[config.mk]
export PLATFORM = sky130hd
export DESIGN_NAME = clint_top
export DESIGN_NICKNAME = d
export VERILOG_FILES = /design/src/source/clint_pkg.sv /design/src/source/clint_axi_slave.sv /design/src/source/clint_regs.sv /design/src/source/clint_top.sv
export SDC_FILE = /design/constraint.sdc
export NUM_CORES = 1
export LEC_CHECK = 0
export ABC_AREA = 1
export BUFFER_PORTS_ARGS = -buffer_cell sky130_fd_sc_hd__buf_4
export CAP_MARGIN = 40
export CORE_ASPECT_RATIO = 1.2
export CORE_MARGIN = 4
export CORE_UTILIZATION = 62
export DETAILED_ROUTE_END_ITERATION = 8
export GPL_ROUTABILITY_DRIVEN = 0
export HOLD_SLACK_MARGIN = 0.1
export MAX_ROUTING_LAYER = met4
export PLACE_DENSITY = 0.87
export RECOVER_POWER = 100
export SYNTH_ARGS = -nofsm -noshare
export SYNTH_HDL_FRONTEND = slang
export SYNTH_HIERARCHICAL = 1
export SYNTH_SLANG_ARGS = --single-unit
export TNS_END_PERCENT = 1
[constraint.sdc]
create_clock -name clk -period 6.3 [get_ports clk]
set_clock_uncertainty 0.2 [all_clocks]
set_input_delay 0.945 -clock clk [delete_from_list [all_inputs] [get_ports clk]]
set_output_delay 0.945 -clock clk [all_outputs]
set_load 0.01 [all_outputs]
[src/source/clint_pkg.sv]
// clint register offsets, bus widths, axi response codes and register select enum
`default_nettype none

package clint_pkg;

  // registers and bus are both 64 bits wide
  localparam int unsigned clint_data_w = 64;
  localparam int unsigned clint_strb_w = clint_data_w / 8;

  // 64 KiB window behind the base address
  localparam int unsigned clint_off_w = 16;

  localparam logic [clint_off_w-1:0] off_msip     = 16'h0000;
  localparam logic [clint_off_w-1:0] off_mtimecmp = 16'h4000;
  localparam logic [clint_off_w-1:0] off_mtime    = 16'hBFF8;

  localparam logic [1:0] resp_okay   = 2'b00;
  localparam logic [1:0] resp_slverr = 2'b10;

  typedef enum logic [1:0] {
    sel_none,
    sel_msip,
    sel_mtimecmp,
    sel_mtime
  } reg_sel_e;

endpackage

`default_nettype wire

[src/source/clint_axi_slave.sv]
// axi4 slave front end for the clint: read and write fsms, request capture, register strobes
`timescale 1ns/1ps
`default_nettype none

module clint_axi_slave #(
  parameter int unsigned       addr_w    = 64,
  parameter int unsigned       id_w      = 4,
  parameter int unsigned       user_w    = 1,
  parameter logic [addr_w-1:0] base_addr = 'h0200_0000
) (
  input  wire                                 clk,
  input  wire                                 rst,

  // aw channel
  input  wire                                 aw_valid_i,
  output logic                                aw_ready_o,
  input  wire  [addr_w-1:0]                   aw_addr_i,
  input  wire  [id_w-1:0]                     aw_id_i,
  input  wire  [user_w-1:0]                   aw_user_i,

  // w channel
  input  wire                                 w_valid_i,
  output logic                                w_ready_o,
  input  wire  [clint_pkg::clint_data_w-1:0]  w_data_i,
  input  wire  [clint_pkg::clint_strb_w-1:0]  w_strb_i,
  input  wire                                 w_last_i,

  // b channel
  output logic                                b_valid_o,
  input  wire                                 b_ready_i,
  output logic [1:0]                          b_resp_o,
  output logic [id_w-1:0]                     b_id_o,
  output logic [user_w-1:0]                   b_user_o,

  // ar channel
  input  wire                                 ar_valid_i,
  output logic                                ar_ready_o,
  input  wire  [addr_w-1:0]                   ar_addr_i,
  input  wire  [id_w-1:0]                     ar_id_i,
  input  wire  [user_w-1:0]                   ar_user_i,

  // r channel
  output logic                                r_valid_o,
  input  wire                                 r_ready_i,
  output logic [clint_pkg::clint_data_w-1:0]  r_data_o,
  output logic [1:0]                          r_resp_o,
  output logic                                r_last_o,
  output logic [id_w-1:0]                     r_id_o,
  output logic [user_w-1:0]                   r_user_o,

  // register block side
  output logic                                wr_en_o,
  output logic [clint_pkg::clint_off_w-1:0]   wr_off_o,
  output logic [clint_pkg::clint_data_w-1:0]  wr_data_o,
  output logic [clint_pkg::clint_strb_w-1:0]  wr_strb_o,
  output logic [clint_pkg::clint_off_w-1:0]   rd_off_o,
  input  wire  [clint_pkg::clint_data_w-1:0]  rd_data_i,
  input  wire                                 rd_hit_i,
  input  wire                                 wr_hit_i
);

  import clint_pkg::*;

  typedef enum logic {
    rd_idle,
    rd_data
  } rd_state_e;

  typedef enum logic [1:0] {
    wr_idle,
    wr_data,
    wr_resp
  } wr_state_e;

  rd_state_e rd_state_q;
  wr_state_e wr_state_q;

  logic                    ar_hs;
  logic                    r_hs;
  logic                    aw_hs;
  logic                    w_hs;
  logic                    b_hs;

  logic [clint_off_w-1:0]  rd_off_q;
  logic [id_w-1:0]         rd_id_q;
  logic [user_w-1:0]       rd_user_q;
  logic                    r_valid_q;
  logic [clint_data_w-1:0] r_data_q;
  logic [1:0]              r_resp_q;

  logic [clint_off_w-1:0]  wr_off_q;
  logic [id_w-1:0]         wr_id_q;
  logic [user_w-1:0]       wr_user_q;
  logic                    wr_miss_q;
  logic [1:0]              b_resp_q;

  // outside the 64 KiB window the offset becomes all ones, which hits nothing
  function automatic logic [clint_off_w-1:0] addr_to_off(input logic [addr_w-1:0] addr);
    logic [addr_w-1:0] rel;
    rel = addr - base_addr;
    if (rel[addr_w-1:clint_off_w] != '0) begin
      return '1;
    end
    return rel[clint_off_w-1:0];
  endfunction

  assign ar_hs = ar_valid_i && ar_ready_o;
  assign r_hs  = r_valid_o && r_ready_i;
  assign aw_hs = aw_valid_i && aw_ready_o;
  assign w_hs  = w_valid_i && w_ready_o;
  assign b_hs  = b_valid_o && b_ready_i;

  // read side
  always_ff @(posedge clk) begin
    if (rst) begin
      rd_state_q <= rd_idle;
      r_valid_q  <= 1'b0;
    end else begin
      case (rd_state_q)
        rd_idle: begin
          if (ar_hs) begin
            rd_state_q <= rd_data;
          end
        end
        rd_data: begin
          // first cycle samples the register, then waits for r_ready
          if (!r_valid_q) begin
            r_valid_q <= 1'b1;
          end else if (r_hs) begin
            r_valid_q  <= 1'b0;
            rd_state_q <= rd_idle;
          end
        end
        default: rd_state_q <= rd_idle;
      endcase
    end
  end

  always_ff @(posedge clk) begin
    if (ar_hs) begin
      rd_off_q  <= addr_to_off(ar_addr_i);
      rd_id_q   <= ar_id_i;
      rd_user_q <= ar_user_i;
    end
    if (rd_state_q == rd_data && !r_valid_q) begin
      r_data_q <= rd_data_i;
      r_resp_q <= rd_hit_i ? resp_okay : resp_slverr;
    end
  end

  assign ar_ready_o = (rd_state_q == rd_idle);
  assign r_valid_o  = r_valid_q;
  assign r_data_o   = r_data_q;
  assign r_resp_o   = r_resp_q;
  assign r_last_o   = r_valid_q;
  assign r_id_o     = rd_id_q;
  assign r_user_o   = rd_user_q;
  assign rd_off_o   = rd_off_q;

  // write side
  always_ff @(posedge clk) begin
    if (rst) begin
      wr_state_q <= wr_idle;
      wr_miss_q  <= 1'b0;
    end else begin
      case (wr_state_q)
        wr_idle: begin
          if (aw_hs) begin
            wr_state_q <= wr_data;
            wr_miss_q  <= 1'b0;
          end
        end
        wr_data: begin
          if (w_hs) begin
            wr_miss_q <= wr_miss_q | ~wr_hit_i;
            if (w_last_i) begin
              wr_state_q <= wr_resp;
            end
          end
        end
        wr_resp: begin
          if (b_hs) begin
            wr_state_q <= wr_idle;
          end
        end
        default: wr_state_q <= wr_idle;
      endcase
    end
  end

  always_ff @(posedge clk) begin
    if (aw_hs) begin
      wr_off_q  <= addr_to_off(aw_addr_i);
      wr_id_q   <= aw_id_i;
      wr_user_q <= aw_user_i;
    end
    // any missed beat in the burst turns the response into slverr
    if (w_hs && w_last_i) begin
      b_resp_q <= (wr_miss_q || !wr_hit_i) ? resp_slverr : resp_okay;
    end
  end

  assign aw_ready_o = (wr_state_q == wr_idle);
  assign w_ready_o  = (wr_state_q == wr_data);
  assign b_valid_o  = (wr_state_q == wr_resp);
  assign b_resp_o   = b_resp_q;
  assign b_id_o     = wr_id_q;
  assign b_user_o   = wr_user_q;

  // each w beat is a single-cycle write strobe
  assign wr_en_o   = w_hs;
  assign wr_off_o  = wr_off_q;
  assign wr_data_o = w_data_i;
  assign wr_strb_o = w_strb_i;

endmodule

`default_nettype wire

[src/source/clint_regs.sv]
// clint register block: offset decode, byte-strobed writes, mtime divider and counter, irqs
`timescale 1ns/1ps
`default_nettype none

module clint_regs #(
  parameter int unsigned mtime_div = 1
) (
  input  wire                                 clk,
  input  wire                                 rst,

  input  wire                                 wr_en_i,
  input  wire  [clint_pkg::clint_off_w-1:0]   wr_off_i,
  input  wire  [clint_pkg::clint_data_w-1:0]  wr_data_i,
  input  wire  [clint_pkg::clint_strb_w-1:0]  wr_strb_i,
  input  wire  [clint_pkg::clint_off_w-1:0]   rd_off_i,

  output logic [clint_pkg::clint_data_w-1:0]  rd_data_o,
  output logic                                rd_hit_o,
  output logic                                wr_hit_o,

  output logic                                soft_irq_o,
  output logic                                timer_irq_o
);

  import clint_pkg::*;

  localparam int unsigned div_w = (mtime_div > 1) ? $clog2(mtime_div) : 1;

  reg_sel_e                wr_sel;
  reg_sel_e                rd_sel;
  logic [clint_data_w-1:0] wr_mask;
  logic                    wr_msip;
  logic                    wr_mtimecmp;
  logic                    wr_mtime;

  logic                    msip_q;
  logic [clint_data_w-1:0] mtimecmp_q;
  logic [clint_data_w-1:0] mtime_q;
  logic [div_w-1:0]        tick_cnt_q;
  logic                    tick;

  function automatic reg_sel_e decode(input logic [clint_off_w-1:0] off);
    case (off)
      off_msip:     return sel_msip;
      off_mtimecmp: return sel_mtimecmp;
      off_mtime:    return sel_mtime;
      default:      return sel_none;
    endcase
  endfunction

  assign wr_sel   = decode(wr_off_i);
  assign rd_sel   = decode(rd_off_i);
  assign wr_hit_o = (wr_sel != sel_none);
  assign rd_hit_o = (rd_sel != sel_none);

  // expand byte strobes into a bit mask
  always_comb begin
    for (int i = 0; i < clint_strb_w; i++) begin
      wr_mask[i*8 +: 8] = {8{wr_strb_i[i]}};
    end
  end

  assign wr_msip     = wr_en_i && (wr_sel == sel_msip);
  assign wr_mtimecmp = wr_en_i && (wr_sel == sel_mtimecmp);
  assign wr_mtime    = wr_en_i && (wr_sel == sel_mtime);

  // only bit 0 of msip exists
  always_ff @(posedge clk) begin
    if (rst) begin
      msip_q <= 1'b0;
    end else if (wr_msip && wr_strb_i[0]) begin
      msip_q <= wr_data_i[0];
    end
  end

  always_ff @(posedge clk) begin
    if (rst) begin
      mtimecmp_q <= '0;
    end else if (wr_mtimecmp) begin
      mtimecmp_q <= (mtimecmp_q & ~wr_mask) | (wr_data_i & wr_mask);
    end
  end

  // timebase divider, one tick every mtime_div cycles
  always_ff @(posedge clk) begin
    if (rst) begin
      tick_cnt_q <= '0;
    end else if (tick) begin
      tick_cnt_q <= '0;
    end else begin
      tick_cnt_q <= tick_cnt_q + 1'b1;
    end
  end

  assign tick = (tick_cnt_q == div_w'(mtime_div - 1));

  // a write to mtime wins over the tick
  always_ff @(posedge clk) begin
    if (rst) begin
      mtime_q <= '0;
    end else if (wr_mtime) begin
      mtime_q <= (mtime_q & ~wr_mask) | (wr_data_i & wr_mask);
    end else if (tick) begin
      mtime_q <= mtime_q + 1'b1;
    end
  end

  always_comb begin
    case (rd_sel)
      sel_msip:     rd_data_o = clint_data_w'(msip_q);
      sel_mtimecmp: rd_data_o = mtimecmp_q;
      sel_mtime:    rd_data_o = mtime_q;
      default:      rd_data_o = '0;
    endcase
  end

  assign soft_irq_o  = msip_q;
  assign timer_irq_o = (mtime_q >= mtimecmp_q);

endmodule

`default_nettype wire

[src/source/clint_top.sv]
// clint top level joining the axi4 slave front end and the register block
`timescale 1ns/1ps
`default_nettype none

module clint_top #(
  parameter int unsigned       addr_w    = 64,
  parameter int unsigned       id_w      = 4,
  parameter int unsigned       user_w    = 1,
  parameter logic [addr_w-1:0] base_addr = 'h0200_0000,
  parameter int unsigned       mtime_div = 1
) (
  input  wire                                 clk,
  input  wire                                 rst,

  input  wire                                 aw_valid_i,
  output logic                                aw_ready_o,
  input  wire  [addr_w-1:0]                   aw_addr_i,
  input  wire  [id_w-1:0]                     aw_id_i,
  input  wire  [user_w-1:0]                   aw_user_i,

  input  wire                                 w_valid_i,
  output logic                                w_ready_o,
  input  wire  [clint_pkg::clint_data_w-1:0]  w_data_i,
  input  wire  [clint_pkg::clint_strb_w-1:0]  w_strb_i,
  input  wire                                 w_last_i,

  output logic                                b_valid_o,
  input  wire                                 b_ready_i,
  output logic [1:0]                          b_resp_o,
  output logic [id_w-1:0]                     b_id_o,
  output logic [user_w-1:0]                   b_user_o,

  input  wire                                 ar_valid_i,
  output logic                                ar_ready_o,
  input  wire  [addr_w-1:0]                   ar_addr_i,
  input  wire  [id_w-1:0]                     ar_id_i,
  input  wire  [user_w-1:0]                   ar_user_i,

  output logic                                r_valid_o,
  input  wire                                 r_ready_i,
  output logic [clint_pkg::clint_data_w-1:0]  r_data_o,
  output logic [1:0]                          r_resp_o,
  output logic                                r_last_o,
  output logic [id_w-1:0]                     r_id_o,
  output logic [user_w-1:0]                   r_user_o,

  // level interrupts to the core
  output logic                                soft_irq_o,
  output logic                                timer_irq_o
);

  import clint_pkg::*;

  logic                    wr_en;
  logic [clint_off_w-1:0]  wr_off;
  logic [clint_data_w-1:0] wr_data;
  logic [clint_strb_w-1:0] wr_strb;
  logic [clint_off_w-1:0]  rd_off;
  logic [clint_data_w-1:0] rd_data;
  logic                    rd_hit;
  logic                    wr_hit;

  clint_axi_slave #(
    .addr_w    (addr_w),
    .id_w      (id_w),
    .user_w    (user_w),
    .base_addr (base_addr)
  ) axi_slave_inst (
    .clk        (clk),
    .rst        (rst),
    .aw_valid_i (aw_valid_i),
    .aw_ready_o (aw_ready_o),
    .aw_addr_i  (aw_addr_i),
    .aw_id_i    (aw_id_i),
    .aw_user_i  (aw_user_i),
    .w_valid_i  (w_valid_i),
    .w_ready_o  (w_ready_o),
    .w_data_i   (w_data_i),
    .w_strb_i   (w_strb_i),
    .w_last_i   (w_last_i),
    .b_valid_o  (b_valid_o),
    .b_ready_i  (b_ready_i),
    .b_resp_o   (b_resp_o),
    .b_id_o     (b_id_o),
    .b_user_o   (b_user_o),
    .ar_valid_i (ar_valid_i),
    .ar_ready_o (ar_ready_o),
    .ar_addr_i  (ar_addr_i),
    .ar_id_i    (ar_id_i),
    .ar_user_i  (ar_user_i),
    .r_valid_o  (r_valid_o),
    .r_ready_i  (r_ready_i),
    .r_data_o   (r_data_o),
    .r_resp_o   (r_resp_o),
    .r_last_o   (r_last_o),
    .r_id_o     (r_id_o),
    .r_user_o   (r_user_o),
    .wr_en_o    (wr_en),
    .wr_off_o   (wr_off),
    .wr_data_o  (wr_data),
    .wr_strb_o  (wr_strb),
    .rd_off_o   (rd_off),
    .rd_data_i  (rd_data),
    .rd_hit_i   (rd_hit),
    .wr_hit_i   (wr_hit)
  );

  clint_regs #(
    .mtime_div (mtime_div)
  ) regs_inst (
    .clk         (clk),
    .rst         (rst),
    .wr_en_i     (wr_en),
    .wr_off_i    (wr_off),
    .wr_data_i   (wr_data),
    .wr_strb_i   (wr_strb),
    .rd_off_i    (rd_off),
    .rd_data_o   (rd_data),
    .rd_hit_o    (rd_hit),
    .wr_hit_o    (wr_hit),
    .soft_irq_o  (soft_irq_o),
    .timer_irq_o (timer_irq_o)
  );

endmodule

`default_nettype wire
==> results.json <==
{
  "core_mm2": 0.0279,
  "cp_max_fo": 52,
  "diodes": 0,
  "end_kind": "flop",
  "slowest_stage": "clkbuf_1",
  "postLayoutCellArea_mm2": 0.0199,
  "rsz0062_at_grt": "false",
  "grt_max_degree": 67,
  "ys_types": 46,
  "report.final.slew_viol_count": 296,
  "insertion_delay_ns": 0.53,
  "drive_gt1_share_pct": 13.7,
  "critical_path.max_stage_delay_ns": 1.83,
  "die_w_um": 162,
  "maxSlewHeadroom_pct": -147,
  "portBuffers": 301,
  "crit_path_frequent_cell": "clkbuf_1",
  "wl_um": 53100,
  "synth_enable_flop_cells": 108,
  "antenna_found_initial": 0,
  "via_per_inst": 5.66,
  "cts_buffers": 25,
  "synth_most_common_cell": "nand2_1",
  "antenna_left": 0,
  "htreeDepth": 1,
  "vias": 17900,
  "powerDensity_mw_per_mm2": 189,
  "post_cts_buffers": 0,
  "ys_ff_latch": 243,
  "path_cells": "clkbuf_1 > clkbuf_1 > a21oi_1",
  "grt_pass1_vias": 17500,
  "placed_cell_area_mm2": 0.0195,
  "peakVddDrop_mv": 0.316,
  "post-dp-hpwl_um": 41400,
  "tns_ns": 0,
  "syn_inst": 2564,
  "cts_buffer_depth": 3,
  "start_kind": "input port",
  "status": "finished, violations left",
  "ys_seq_area_share_pct": 33.8,
  "syn_to_final_growth_pct": 13.1,
  "start_util_pct": 62.9,
  "arrival_ns": 4.74,
  "cp_top_family": "buffers and inverters",
  "drc_errors": 0,
  "num_rows": 67,
  "synth_top_cells_by_count": "nand2_1, inv_1, nor2_1, a21oi_1, nand3_1",
  "min_period_over_period_pct": 74.1,
  "grt_usage_pct": 33.7,
  "nets": 3054,
  "die_y_um": 192,
  "max_freq_mhz": 214,
  "clock-sinks": 243,
  "grt_pass1_wl_um": 83600,
  "drtPass1Iterations": 8,
  "hold_viol": 0,
  "drtIter0Drc": 1473,
  "yosysTopAreaCellShare_pct": 18.5,
  "syn_area_per_cell_um2": 6.85,
  "crit_type": "input port to flop",
  "maxCapViolCount": 5,
  "cts_resized": 0,
  "ios": 304,
  "synth.area.top_cells": "edfxtp_1, dfxtp_1, nand2_1",
  "violations": "capacitance limit, slew limit",
  "place_ws_ns": 2.85,
  "crit_required_ns": 6.37,
  "crit_buf_inv": 2,
  "dieArea_mm2": 0.0311,
  "period_minus_slack_ns": 4.67,
  "overflow": 0,
  "yosysTopAreaCell": "edfxtp_1",
  "cts_tree": "done",
  "synthesis.yosys.warnings": 6,
  "wl_per_cell_um": 16.8,
  "syn_area_mm2": 0.0176,
  "finalWorstSetupSlack_ns": 1.63,
  "final-setup-viol-count": 0,
  "cts_hold_buf": 0,
  "clockRootBuffer": "clkbuf_16",
  "holdCritPathClass": "flop to flop",
  "worst_pin_slew_ns": 3.71,
  "synthArstFlopShare_pct": 0,
  "ys.flop_type": "dfxtp_1",
  "clk_pin_slew_worst_paths_ns": 0.07,
  "p_leak_uw": 0.00813
}
## worst paths after layout
kind / start / slack (ns) / to / cells after the start
setup / recovery: rst / 1.63 / axi_slave_inst/wr_miss_q / 3
hold / removal: flop / 0.27 / flop / 2
setup reg to reg: axi_slave_inst/wr_state_q[0] / 1.71 / flop / 10
hold reg to reg: flop / 0.27 / flop / 2
## metrics by stage
| stage | hold WS [ns] | total power, uW | instances | util, % |
|---|---|---|---|---|
| after floorplan | 0.241 | 2050 | 2565 | - |
| after global placement | 0.248 | 2260 | 3119 | 69.5 |
| after detailed placement | 0.252 | 2270 | 3121 | 69.7 |
| after CTS | 0.265 | 3780 | 3166 | 72.8 |
| after global routing | 0.284 | 3880 | 3166 | 71.2 |
| final | 0.265 | 3750 | 3166 | 71.2 |
## layer usage
layer,vias up,wire [um],GRT usage (%)
li1,8629,-,-
met1,8073,19100,36.7
met2,978,25800,58.4
met3,245,5100,7.22
met4,0,3030,17.1
met5,-,0,-
## cells in the final DEF, fill, tap and decap left out, drive strengths merged
master / count
o21a: 2
o21ai: 142
clkbuf: 129
nor3: 14
nor2: 384
edfxtp: 108
clkinvlp: 6
or2: 2
clkinv: 8
o211ai: 1
dfxtp: 135
xnor2: 5
buf: 206
conb: 3
a21boi: 1
and2: 2
nand3b: 14
a21oi: 163
a21o: 1
nand2: 737
nor4: 5
o22ai: 39
nand4: 75
inv: 340
ha: 67
nand3: 157
o21bai: 2
bufinv: 3
xor2: 36
## layout make-up
type                       count  area (um2)
timing repair buffer         308        1990
multi-input combinational   1852        9340
clock buffer                  27         654
fill                        2308        8050
sequential                   243        5950
clock inverter                18         194
tap                          379         474
inverter                     339        1270
## cells by family after synthesis
group                      synth area share (%)
DFF                                        33.8
adders and majority gates                  4.77
xor gates and xnor gates                   2.04
other                                    0.0427
buffers and inverters                      12.6
AOI/OAI and AO/OA                          10.5
and+or+nand+nor                            36.2
## worst min-delay path: cells and delay by family (launching register included)
family | cells | cell delay, ns
AOI/OAI and AO/OA | 1 | 0.05
DFF | 1 | 0.31
and+or+nand+nor | 1 | 0.06
## power breakdown
part | switching [uW] | internal, uW
Combinational | 289 | 187
Sequential | 39.6 | 1700
Clock | 649 | 883
No activity file was read; power rests on OpenSTA's default activity.
